<file path="src/logic/IntCorePkg.sv">
// ============================================================
// Integer back end shared definitions
// Widths, operand and ALU encodings, the operand-immediate
// union and the pipeline register layouts
// ============================================================
package IntCorePkg;

    localparam int DataWidth = 32;
    localparam int PRegNumWidth = 5;
    localparam int ImmFieldWidth = 21;
    localparam int NumPRegs = 1 << PRegNumWidth;

    typedef logic [DataWidth-1:0] DataPath;
    typedef logic [PRegNumWidth-1:0] PRegNum;

    typedef enum logic [1:0] {
        oprReg = 2'd0,
        oprImm = 2'd1,
        oprPc  = 2'd2
    } OpOperandType;

    typedef enum logic {
        immI = 1'b0,
        immU = 1'b1
    } ImmType;

    typedef enum logic [3:0] {
        aluAdd  = 4'd0,
        aluSub  = 4'd1,
        aluAnd  = 4'd2,
        aluOr   = 4'd3,
        aluXor  = 4'd4,
        aluSll  = 4'd5,
        aluSr   = 4'd6,
        aluSlt  = 4'd7,
        aluSltu = 4'd8
    } IntAluCode;

    // Immediate view, read at register read
    typedef struct packed {
        ImmType                   immType;
        logic [ImmFieldWidth-2:0] imm;
    } IntImmView;

    // Shift view, read in execution
    typedef struct packed {
        logic [ImmFieldWidth-7:0] reserved;
        logic                     arith;
        logic [4:0]               shamt;
    } IntShiftView;

    typedef union packed {
        IntImmView   immView;
        IntShiftView shiftView;
    } IntOperandImmShift;

    typedef struct packed {
        logic              valid;
        IntAluCode         aluCode;
        OpOperandType      operandTypeA;
        OpOperandType      operandTypeB;
        IntOperandImmShift immShift;
        PRegNum            srcRegA;
        PRegNum            srcRegB;
        PRegNum            dstReg;
        logic              writeReg;
        DataPath           pc;
    } IntMicroOp;

    typedef enum logic [1:0] {
        bypNone = 2'd0,
        bypWb   = 2'd1,
        bypLast = 2'd2
    } BypassSelect;

    typedef struct packed {
        BypassSelect selA;
        BypassSelect selB;
    } BypassCtrl;

    // Contents of the execution pipeline register
    typedef struct packed {
        logic      valid;
        IntMicroOp op;
        DataPath   operandA;
        DataPath   operandB;
        BypassCtrl bCtrl;
    } IntExecRegPath;

    // Writeback register, also the external result
    typedef struct packed {
        logic    valid;
        logic    writeReg;
        PRegNum  dstReg;
        DataPath data;
    } IntWbRegPath;

endpackage

</file>
<file path="src/logic/IntegerRegisterFile.sv">
// ============================================================
// Integer physical register file
// 32 entries, two combinational reads, one write port,
// entry zero always reads as zero
// ============================================================
`timescale 1ns/1ps

module IntegerRegisterFile
    import IntCorePkg::*;
(
    input  logic        clk,
    input  logic        rstN,
    input  PRegNum      rdRegA,
    input  PRegNum      rdRegB,
    input  IntWbRegPath wb,
    input  logic        stall,
    output DataPath     rdDataA,
    output DataPath     rdDataB
);

    // No storage behind entry zero
    DataPath regs [1:NumPRegs-1];
    logic    writeEn;

    assign writeEn = wb.valid && wb.writeReg && !stall && (wb.dstReg != '0);

    always_ff @(posedge clk or negedge rstN) begin
        if (!rstN) begin
            for (int i = 1; i < NumPRegs; i++) begin
                regs[i] <= '0;
            end
        end else if (writeEn) begin
            regs[wb.dstReg] <= wb.data;
        end
    end

    assign rdDataA = (rdRegA == '0) ? '0 : regs[rdRegA];
    assign rdDataB = (rdRegB == '0) ? '0 : regs[rdRegB];

endmodule

</file>
<file path="src/logic/BypassNetwork.sv">
// ============================================================
// Bypass network
// Matches register-read sources against in-flight results
// and keeps writeback data for one more enabled cycle
// ============================================================
`timescale 1ns/1ps

module BypassNetwork
    import IntCorePkg::*;
(
    input  logic        clk,
    input  logic        rstN,
    input  logic        stall,
    input  PRegNum      rrSrcA,
    input  PRegNum      rrSrcB,
    input  logic        rrReadA,
    input  logic        rrReadB,
    input  IntMicroOp   exOp,
    input  IntWbRegPath wb,
    output BypassCtrl   bCtrl,
    output DataPath     lastData
);

    logic exProduces;
    logic wbProduces;

    // The younger producer, the one in execution, is checked first
    function automatic BypassSelect selectSource(
        input logic   readReg,
        input PRegNum src,
        input logic   exHit,
        input PRegNum exDst,
        input logic   wbHit,
        input PRegNum wbDst
    );
        BypassSelect sel;
        sel = bypNone;
        if (readReg && exHit && (src == exDst)) begin
            sel = bypWb;
        end else if (readReg && wbHit && (src == wbDst)) begin
            sel = bypLast;
        end
        return sel;
    endfunction

    // Nonzero destination keeps register zero out of bypassing
    assign exProduces = exOp.valid && exOp.writeReg && (exOp.dstReg != '0);
    assign wbProduces = wb.valid && wb.writeReg && (wb.dstReg != '0);

    always_comb begin
        bCtrl.selA = selectSource(rrReadA, rrSrcA, exProduces, exOp.dstReg,
                                  wbProduces, wb.dstReg);
        bCtrl.selB = selectSource(rrReadB, rrSrcB, exProduces, exOp.dstReg,
                                  wbProduces, wb.dstReg);
    end

    // Same edge as the register file write
    always_ff @(posedge clk or negedge rstN) begin
        if (!rstN) begin
            lastData <= '0;
        end else if (!stall) begin
            lastData <= wb.data;
        end
    end

endmodule

</file>
<file path="src/logic/IntegerRegisterReadStage.sv">
// ============================================================
// Integer register read stage
// Holds the issued op, reads the register file and selects
// register, immediate or PC for each operand
// ============================================================
`timescale 1ns/1ps

module IntegerRegisterReadStage
    import IntCorePkg::*;
(
    input  logic          clk,
    input  logic          rstN,
    input  IntMicroOp     issueOp,
    input  logic          stall,
    input  logic          clear,
    input  DataPath       rdDataA,
    input  DataPath       rdDataB,
    input  BypassCtrl     bCtrl,
    output PRegNum        srcRegA,
    output PRegNum        srcRegB,
    output logic          rrReadA,
    output logic          rrReadB,
    output PRegNum        rrSrcA,
    output PRegNum        rrSrcB,
    output IntExecRegPath nextStage
);

    logic      rrValid;
    IntMicroOp rrOp;
    DataPath   immValue;
    DataPath   operandA;
    DataPath   operandB;

    function automatic DataPath decodeImm(input IntOperandImmShift field);
        DataPath value;
        if (field.immView.immType == immU) begin
            value = {field.immView.imm[19:0], 12'h000};
        end else begin
            value = {{12{field.immView.imm[19]}}, field.immView.imm[19:0]};
        end
        return value;
    endfunction

    function automatic DataPath selectOperand(
        input OpOperandType opType,
        input DataPath      regValue,
        input DataPath      immValue,
        input DataPath      pcValue
    );
        DataPath value;
        case (opType)
            oprImm:  value = immValue;
            oprPc:   value = pcValue;
            default: value = regValue;
        endcase
        return value;
    endfunction

    // Clear drops the op accepted at the same edge
    always_ff @(posedge clk or negedge rstN) begin
        if (!rstN) begin
            rrValid <= 1'b0;
        end else if (clear) begin
            rrValid <= 1'b0;
        end else if (!stall) begin
            rrValid <= issueOp.valid;
        end
    end

    always_ff @(posedge clk) begin
        if (!stall) begin
            rrOp <= issueOp;
        end
    end

    // Register file and bypass lookups
    assign srcRegA = rrOp.srcRegA;
    assign srcRegB = rrOp.srcRegB;
    assign rrSrcA  = rrOp.srcRegA;
    assign rrSrcB  = rrOp.srcRegB;
    assign rrReadA = rrValid && (rrOp.operandTypeA == oprReg);
    assign rrReadB = rrValid && (rrOp.operandTypeB == oprReg);

    always_comb begin
        immValue = decodeImm(rrOp.immShift);
        operandA = selectOperand(rrOp.operandTypeA, rdDataA, immValue, rrOp.pc);
        operandB = selectOperand(rrOp.operandTypeB, rdDataB, immValue, rrOp.pc);
    end

    always_comb begin
        nextStage.valid    = rrValid && !stall && !clear;
        nextStage.op       = rrOp;
        nextStage.op.valid = rrValid && !stall && !clear;
        nextStage.operandA = operandA;
        nextStage.operandB = operandB;
        nextStage.bCtrl    = bCtrl;
    end

endmodule

</file>
<file path="src/logic/IntegerExecutionStage.sv">
// ============================================================
// Integer execution stage
// Applies bypass selects, runs the ALU and holds the
// writeback register that drives the result
// ============================================================
`timescale 1ns/1ps

module IntegerExecutionStage
    import IntCorePkg::*;
(
    input  logic          clk,
    input  logic          rstN,
    input  logic          stall,
    input  logic          clear,
    input  IntExecRegPath prev,
    input  DataPath       lastData,
    output IntMicroOp     exOp,
    output IntWbRegPath   wb
);

    logic          exValid;
    IntExecRegPath exReg;
    DataPath       operandA;
    DataPath       operandB;
    DataPath       aluResult;

    logic          wbValid;
    logic          wbWriteReg;
    PRegNum        wbDst;
    DataPath       wbData;

    function automatic DataPath bypassOperand(
        input BypassSelect sel,
        input DataPath     captured,
        input DataPath     wbValue,
        input DataPath     lastValue
    );
        DataPath value;
        case (sel)
            bypWb:   value = wbValue;
            bypLast: value = lastValue;
            default: value = captured;
        endcase
        return value;
    endfunction

    function automatic DataPath intAlu(
        input IntAluCode code,
        input DataPath   a,
        input DataPath   b,
        input logic      arith
    );
        DataPath    value;
        logic [4:0] shamt;
        shamt = b[4:0];
        case (code)
            aluSub:  value = a - b;
            aluAnd:  value = a & b;
            aluOr:   value = a | b;
            aluXor:  value = a ^ b;
            aluSll:  value = a << shamt;
            aluSr: begin
                if (arith) begin
                    value = $signed(a) >>> shamt;
                end else begin
                    value = a >> shamt;
                end
            end
            aluSlt:  value = {{(DataWidth-1){1'b0}}, $signed(a) < $signed(b)};
            aluSltu: value = {{(DataWidth-1){1'b0}}, a < b};
            default: value = a + b;
        endcase
        return value;
    endfunction

    // Clear also empties the stage while stalled
    always_ff @(posedge clk or negedge rstN) begin
        if (!rstN) begin
            exValid <= 1'b0;
        end else if (clear) begin
            exValid <= 1'b0;
        end else if (!stall) begin
            exValid <= prev.valid;
        end
    end

    always_ff @(posedge clk) begin
        if (!stall) begin
            exReg <= prev;
        end
    end

    always_comb begin
        operandA  = bypassOperand(exReg.bCtrl.selA, exReg.operandA, wbData, lastData);
        operandB  = bypassOperand(exReg.bCtrl.selB, exReg.operandB, wbData, lastData);
        aluResult = intAlu(exReg.op.aluCode, operandA, operandB,
                           exReg.op.immShift.shiftView.arith);
    end

    always_comb begin
        exOp       = exReg.op;
        exOp.valid = exValid;
    end

    // Op in writeback is not squashed by clear
    always_ff @(posedge clk or negedge rstN) begin
        if (!rstN) begin
            wbValid <= 1'b0;
        end else if (!stall) begin
            wbValid <= exValid && !clear;
        end
    end

    always_ff @(posedge clk) begin
        if (!stall) begin
            wbWriteReg <= exReg.op.writeReg;
            wbDst      <= exReg.op.dstReg;
            wbData     <= aluResult;
        end
    end

    // Held result is reported once, on the unstalled cycle
    always_comb begin
        wb.valid    = wbValid && !stall;
        wb.writeReg = wbWriteReg;
        wb.dstReg   = wbDst;
        wb.data     = wbData;
    end

endmodule

</file>
<file path="src/logic/IntegerBackEnd.sv">
// ============================================================
// Integer back end top level
// Register read, execution and writeback around a shared
// register file and bypass network
// ============================================================
`timescale 1ns/1ps

module IntegerBackEnd
    import IntCorePkg::*;
(
    input  logic        clk,
    input  logic        rstN,
    input  IntMicroOp   issueOp,
    input  logic        stall,
    input  logic        clear,
    output IntWbRegPath result
);

    PRegNum        srcRegA;
    PRegNum        srcRegB;
    DataPath       rdDataA;
    DataPath       rdDataB;
    logic          rrReadA;
    logic          rrReadB;
    PRegNum        rrSrcA;
    PRegNum        rrSrcB;
    BypassCtrl     bCtrl;
    DataPath       lastData;
    IntExecRegPath rrToEx;
    IntMicroOp     exOp;
    IntWbRegPath   wbPath;

    IntegerRegisterReadStage rrStage (
        .clk       (clk),
        .rstN      (rstN),
        .issueOp   (issueOp),
        .stall     (stall),
        .clear     (clear),
        .rdDataA   (rdDataA),
        .rdDataB   (rdDataB),
        .bCtrl     (bCtrl),
        .srcRegA   (srcRegA),
        .srcRegB   (srcRegB),
        .rrReadA   (rrReadA),
        .rrReadB   (rrReadB),
        .rrSrcA    (rrSrcA),
        .rrSrcB    (rrSrcB),
        .nextStage (rrToEx)
    );

    IntegerRegisterFile regFile (
        .clk     (clk),
        .rstN    (rstN),
        .rdRegA  (srcRegA),
        .rdRegB  (srcRegB),
        .wb      (wbPath),
        .stall   (stall),
        .rdDataA (rdDataA),
        .rdDataB (rdDataB)
    );

    BypassNetwork bypass (
        .clk      (clk),
        .rstN     (rstN),
        .stall    (stall),
        .rrSrcA   (rrSrcA),
        .rrSrcB   (rrSrcB),
        .rrReadA  (rrReadA),
        .rrReadB  (rrReadB),
        .exOp     (exOp),
        .wb       (wbPath),
        .bCtrl    (bCtrl),
        .lastData (lastData)
    );

    IntegerExecutionStage exStage (
        .clk      (clk),
        .rstN     (rstN),
        .stall    (stall),
        .clear    (clear),
        .prev     (rrToEx),
        .lastData (lastData),
        .exOp     (exOp),
        .wb       (wbPath)
    );

    assign result = wbPath;

endmodule

</file>
<file path="config.mk">
export PLATFORM = sky130hd
export DESIGN_NAME = IntegerBackEnd
export DESIGN_NICKNAME = d
export VERILOG_FILES = /design/src/logic/IntCorePkg.sv /design/src/logic/IntegerRegisterFile.sv /design/src/logic/BypassNetwork.sv /design/src/logic/IntegerRegisterReadStage.sv /design/src/logic/IntegerExecutionStage.sv /design/src/logic/IntegerBackEnd.sv
export SDC_FILE = /design/constraint.sdc
export NUM_CORES = 2
export LEC_CHECK = 0
export BUFFER_PORTS_ARGS = -buffer_cell sky130_fd_sc_hd__buf_2
export CAP_MARGIN = 15
export CORE_MARGIN = 2
export CORE_UTILIZATION = 64
export CTS_CLUSTER_DIAMETER = 30
export DETAILED_ROUTE_END_ITERATION = 6
export HOLD_SLACK_MARGIN = 0.02
export PLACE_DENSITY_LB_ADDON = 0.1
export SLEW_MARGIN = 0
export SYNTH_ARGS = -nofsm -noshare
export SYNTH_HDL_FRONTEND = slang
export SYNTH_SLANG_ARGS = --single-unit
</file>
<file path="constraint.sdc">
create_clock -name clk -period 6.3 [get_ports clk]
set_input_delay 0.63 -clock clk [delete_from_list [all_inputs] [get_ports clk]]
set_output_delay 0.63 -clock clk [all_outputs]
set_load 0.02 [all_outputs]
</file>
After elaboration in Yosys (flattened, before gate mapping)
Cells that the tools add are included.
{"block": "word_totals", "ff_bits": 1226, "latchBits": 0, "ram_bits": 0, "mem_bits_ro": 0, "input_bits": 82, "output_inout_bits": 39, "elab_cells": 146, "memories": 0}
{"block": "op_classes", "add_sub_neg": 2, "n_mul": 0, "n_div": 0, "order_cmp": 6, "n_eq_ne": 21, "shift": 3, "muxes": 24, "n_bitwise": 6, "reduce_logical": 29}
{"cell": "992-bit bitwise mux", "n": 1}
{"cell": "32-bit binary-select mux with 5-bit select", "n": 2}
{"cell": "32-bit two-way mux", "n": 8}
{"cell": "32-bit case mux with 2 select lines", "n": 4}
{"cell": "32-bit case mux with 8 select lines", "n": 1}
{"cell": "32-bit demux with 5-bit select", "n": 1}
{"cell": "32-bit less-than comparator", "n": 2}
{"cell": "32-bit adder", "n": 1}
{"cell": "32-bit AND", "n": 1}
{"cell": "32-bit bitwise OR", "n": 1}
{"cell": "32-bit by 5-bit left shift with 32-bit output", "n": 1}
{"cell": "32-bit by 5-bit >> shifter with 32-bit output", "n": 1}
{"cell": "32-bit by 5-bit >>> shifter with 32-bit output", "n": 1}
{"cell": "32-bit subtractor", "n": 1}
{"cell": "32-bit XOR", "n": 1}
{"cell": "31-bit two-way mux", "n": 1}
{"cell": "1-bit logical AND", "n": 21}
{"cell": "5-bit == test", "n": 4}
{"cell": "6-bit >= comparator (second input constant)", "n": 3}
{"cell": "5-bit NOT with 6-bit output", "n": 3}
{"cell": "4-bit by 3-bit == test with 1-bit output (second input constant)", "n": 4}
{"cell": "5-bit logical NOT", "n": 2}
{"cell": "5-bit nonzero test", "n": 2}
{"cell": "2-bit by 1-bit == test with 1-bit output (second input constant)", "n": 4}
{"cell": "10 further kinds", "n": 20}

Longest topological paths before layout
{"block": "logic_depth", "word_depth": 7, "depth_mapped": 20, "depth_no_buf": 17}

Modules after synthesis
From an unflattened synthesis, not the netlist that was laid out.
{"block": "unflattened", "cells_unflattened": 6382, "area_unflattened_um2": 75459.9}
{"module": "IntegerRegisterFile", "instances": 1, "cells_per_inst": 4064, "area_each_um2": 53520.1, "seq_area_each_um2": 24823.8}
{"module": "IntegerExecutionStage", "instances": 1, "cells_per_inst": 1828, "area_each_um2": 16158.0, "seq_area_each_um2": 5545.3}
{"module": "IntegerRegisterReadStage", "instances": 1, "cells_per_inst": 386, "area_each_um2": 4301.6, "seq_area_each_um2": 2337.2}
{"module": "BypassNetwork", "instances": 1, "cells_per_inst": 104, "area_each_um2": 1480.2, "seq_area_each_um2": 800.8}

Worst setup path after synthesis
Ideal clock, no wire load.
{"block": "synth_path", "path_kind": "input-to-reg", "startpoint": "input port stall", "endpoint": "register exStage.exReg (netlist bit exStage.exOp[32]), enable pin", "setup_time_ps": 546, "t_arrival_ps": 4870, "path_slack_ps": 885, "stages": 3, "n_path_buf": 2, "cell_sequence": "clkbuf_1 -> clkbuf_1 -> inv_1"}
{"item": "from (decl)", "line_no": "IntegerBackEnd.sv:14", "source": "input logic stall,"}
{"item": "to (signal assigned)", "line_no": "IntegerExecutionStage.sv:89", "source": "exReg <= prev;"}
{"item": "to (decl)", "line_no": "IntegerExecutionStage.sv:22", "source": "IntExecRegPath exReg;"}
No word-level cell between the ends.

Worst setup path in the final report
{"block": "layout_path", "startpoint": "register exStage.exReg[1] (netlist name)", "endpoint": "register exStage.wbData[30], data pin"}
{"block": "layout_via", "elab_chain_cells": 5, "elab_cells_between_ends": 13}
{"item": "2-bit == test or 2-bit by 1-bit == test with 1-bit output (tied branches)", "line_no": "IntegerExecutionStage.sv:39", "source": "case (sel)"}
{"item": "32-bit case mux with 2 select lines (*)", "line_no": "IntegerExecutionStage.sv:39"}
{"item": "parallel branches: the longest is 2 deep, another holds 32-bit adder"}
{"item": "32-bit case mux with 8 select lines (*)", "line_no": "IntegerExecutionStage.sv:56", "source": "case (code)"}
{"item": "named net exStage.aluResult[30]", "line_no": "IntegerExecutionStage.sv:25", "source": "DataPath aluResult;"}
{"item": "to (signal assigned)", "line_no": "IntegerExecutionStage.sv:118", "source": "wbData <= aluResult;"}
{"item": "to (decl)", "line_no": "IntegerExecutionStage.sv:30", "source": "DataPath wbData;"}
Mark *: on every way through the listed nets, which the timed path passes.
A chain may end at the register's enable or synchronous reset.

==> results.toml <==
[route]
routed_via_density = 7.38
drtPass1Iterations = 6
vias = 52258
first_iter_violations = 6567
wl_per_cell_um = 35.4
drc = 0
ant_nets = 0
drt_wl_total_um = 250000

[floorplan]
core_area_um2 = 111000
io_pins = 121
dieArea_um2 = 114000
initial_utilization = 0.645
die_y_um = 338
rows = 122
dieWidth_um = 338

[timing]
rsz0062_at_grt = "false"
fmax_mhz = 184
worst_pin_slew_ns = 1.24
min_period_over_period = 0.864
setup_slack_ns = 0.858
tns_ns = 0
relSlewSlack = 0.171
fin_worst_skew_ns = 0.0827
finalSetupViolCount = 0
drv_slew = 0
hold_viol = 0
fin_crit_ns = 5.44

[clock_network]
cts_max_level = 5
numCtsBuffers = 281
clk_pin_slew_worst_paths_ns = 0.05
cts_root_buf = "clkbuf_16"
clock_sinks = 1221
cts_max_path_buffers = 4
post_cts_buffers = 0
cts_hold_buf = 77
clock_latency_ns = 0.89
ctsResizeCount = 0
cts_tree = "done"

[global_routing]
globalRouteOverflowTotal = 0
grt_pass1_wl_um = 364000
antenna_found_initial = 17
grt_pass1_vias = 53371
track_usage = 0.445
grt_max_degree = 168

[layout]
area_delta_synth_final_pct = 17.7
final_cell_mix = "1127 x mux2_2, 1027 x dfrtp_1, 578 x mux4_2"
fin_nets = 5578
final_common_cell = "mux2_2"
multi_input_area_um2 = 37500
drive_gt1_frac = 0.453
fin_cells = 7081
num-fill-cells = 6562
seq_area_um2 = 31500

[yosys]
synth_cell_type_count = 84
syn_area_per_cell_um2 = 13.6
synth_seq_area_share = 0.442
yosys_most_used_dff = "dfrtp_1"
synth.net_count = 5442
synth_cells = 5251
synth-edff-count = 194
synthArstFlopShare = 0.841
ys_ff_latch = 1221
syn-cell-area_um2 = 71200
yosysWarnings = 0

[critical_path]
arrival_ns = 6.04
r2r.worst_path.cells = 15
crit_path_max_incr_delay_ns = 0.66
crit_path_max_fanout = 18
critPathRequiredTime_ns = 6.90
crit_type = "flip-flop to flip-flop"
start_kind = "flip-flop"
end_kind = "flip-flop"
crit_chain = "inv_1, ha_1, buf_4, a22oi_1, o21ai_0, ha_1, a21oi_1, o21ai_0, a211oi_1, and3_1, a21oi_1, a31o_2, a2111oi_0, a22oi_1, a211o_1"
crit_slowest_cell = "ha_1"

[power_and_ir_drop]
p_total_mw = 27.3
powerDensity_nw_per_um2 = 326
leakagePower_nw = 37.7
ir_drop_v = 0.000341

[placed_design]
hpwl_um = 154000
gp_congestion = 1.09
place_ws_ns = 1.06
dp.cells = 6515
port_buffers = 120

[worst_hold_path]
worstHoldPathCells = 1
hold_path_class = "input pin to flip-flop"

[outcome]
outcome = "completed"

[run]
drv_cap = 0
-- worst max-delay path: cells and delay by family (launching register included) --
kind	cells	cell delay, ns
DFF	1	0.39
and+or+nand+nor	1	0.26
AOI/OAI and AO/OA	10	2.94
adders and majority gates	2	1.09
buffers and inverters	2	0.49
-- sequential cells by signal (all words and copies together) (netlist names) --
register / cells
bypass.lastData: 32
exStage.exOp: 11
exStage.exReg: 68
exStage.exValid: 1
exStage.wbData: 32
exStage.wbDst: 5
exStage.wbValid: 1
exStage.wbWriteReg: 1
regFile.regs: 992
rrStage.nextStage: 67
rrStage.rrSrcA: 5
rrStage.rrSrcB: 5
rrStage.rrValid: 1
-- stage by stage --
step | util | instance area [µm²] | hold WS (ns)
2_1_floorplan | - | 71200 | 0.334
3_3_place_gp | 0.666 | 73600 | 0.417
3_5_place_dp | 0.666 | 73600 | 0.406
4_1_cts | 0.759 | 83800 | 0.0528
5_1_grt | 0.759 | 83800 | 0.0790
6_report | 0.759 | 83800 | 0.104
-- path summary, 6_finish.rpt --
check                                            startpoint                               end  slack, ns
setup / recovery             exStage.exReg[1]$_SDFFCE_PP0N_      exStage.wbData[30]$_DFFE_PN_       0.86
hold / removal                                  issueOp[61]  rrStage.nextStage[129]$_DFFE_PN_       0.10
setup reg to reg             exStage.exReg[1]$_SDFFCE_PP0N_      exStage.wbData[30]$_DFFE_PN_       0.86
hold reg to reg            rrStage.nextStage[144]$_DFFE_PN_        exStage.exOp[76]$_DFFE_PN_       0.42
max in group asynchronous                              rstN      regFile.regs[65]$_DFFE_PN0P_       4.33
min in group asynchronous                              rstN     regFile.regs[234]$_DFFE_PN0P_       0.41
-- per-layer routing --
layer	vias to the layer above	track usage	part of all wire
met2	3489	0.671	0.45
met1	27044	0.574	0.36
met4	16	0.257	0.066
li1	20728	-	-
met5	-	0	0.00046
met3	981	0.140	0.12
-- cells in the mapped netlist (16+ instances only) --
library cell  number  area share
mux2i_1          145       0.020
nor2b_1           16      0.0014
a31oi_1           18      0.0016
a22oi_1           56      0.0059
a221oi_1          27      0.0033
mux2_2          1127        0.18
buf_1             80      0.0042
o21ai_0          174       0.012
buf_2             57      0.0040
o221ai_1          22      0.0027
a22o_1           129       0.016
nand2_1          252       0.013
a21oi_1          110      0.0077
nor2_1           176      0.0093
a211oi_1          36      0.0038
o21ai_1           27      0.0019
dfrtp_1         1027        0.36
a221o_1           43      0.0060
edfxtp_1         194       0.082
nand3_1           31      0.0022
clkbuf_1         381       0.020
mux4_2           578        0.18
nor3_1            22      0.0015
xnor2_1           19      0.0023
o211ai_1          27      0.0028
ha_1             107       0.019
o31ai_1           18      0.0019
nand2b_1          16      0.0014
inv_1            102      0.0054
-- power by group --
part	switching [mW]	total, mW	leakage (nW)	internal [mW]
Combinational	2.75	4.03	16.8	1.29
Sequential	0.301	8.61	16.2	8.31
Clock	4.60	14.7	4.60	10.0
Total	7.65	27.3	37.7	19.6
-- logic make-up (layout without fill, tap and decap cells) --
group,count (synthesis),in the layout,synth area share
AOI/OAI and AO/OA,819,819,0.0818
xor gates and xnor gates,27,27,0.00332
adders and majority gates,109,109,0.0194
buffers and inverters,627,967,0.0343
DFF,1221,1221,0.442
muxes,1853,1853,0.382
other,0,2,0
and+or+nand+nor,595,595,0.0371
-- cell type report --
cell class,count,share of cell area
clock inverters,136,0.0202
multi-input cells,3403,0.448
inverters,104,0.00475
repair buffers,376,0.0362
well taps,1488,0.0222
diodes,2,0.0000597
clock buffers,351,0.0929
flip-flops and latches,1221,0.376
Power figures use the tool's default switching activity.
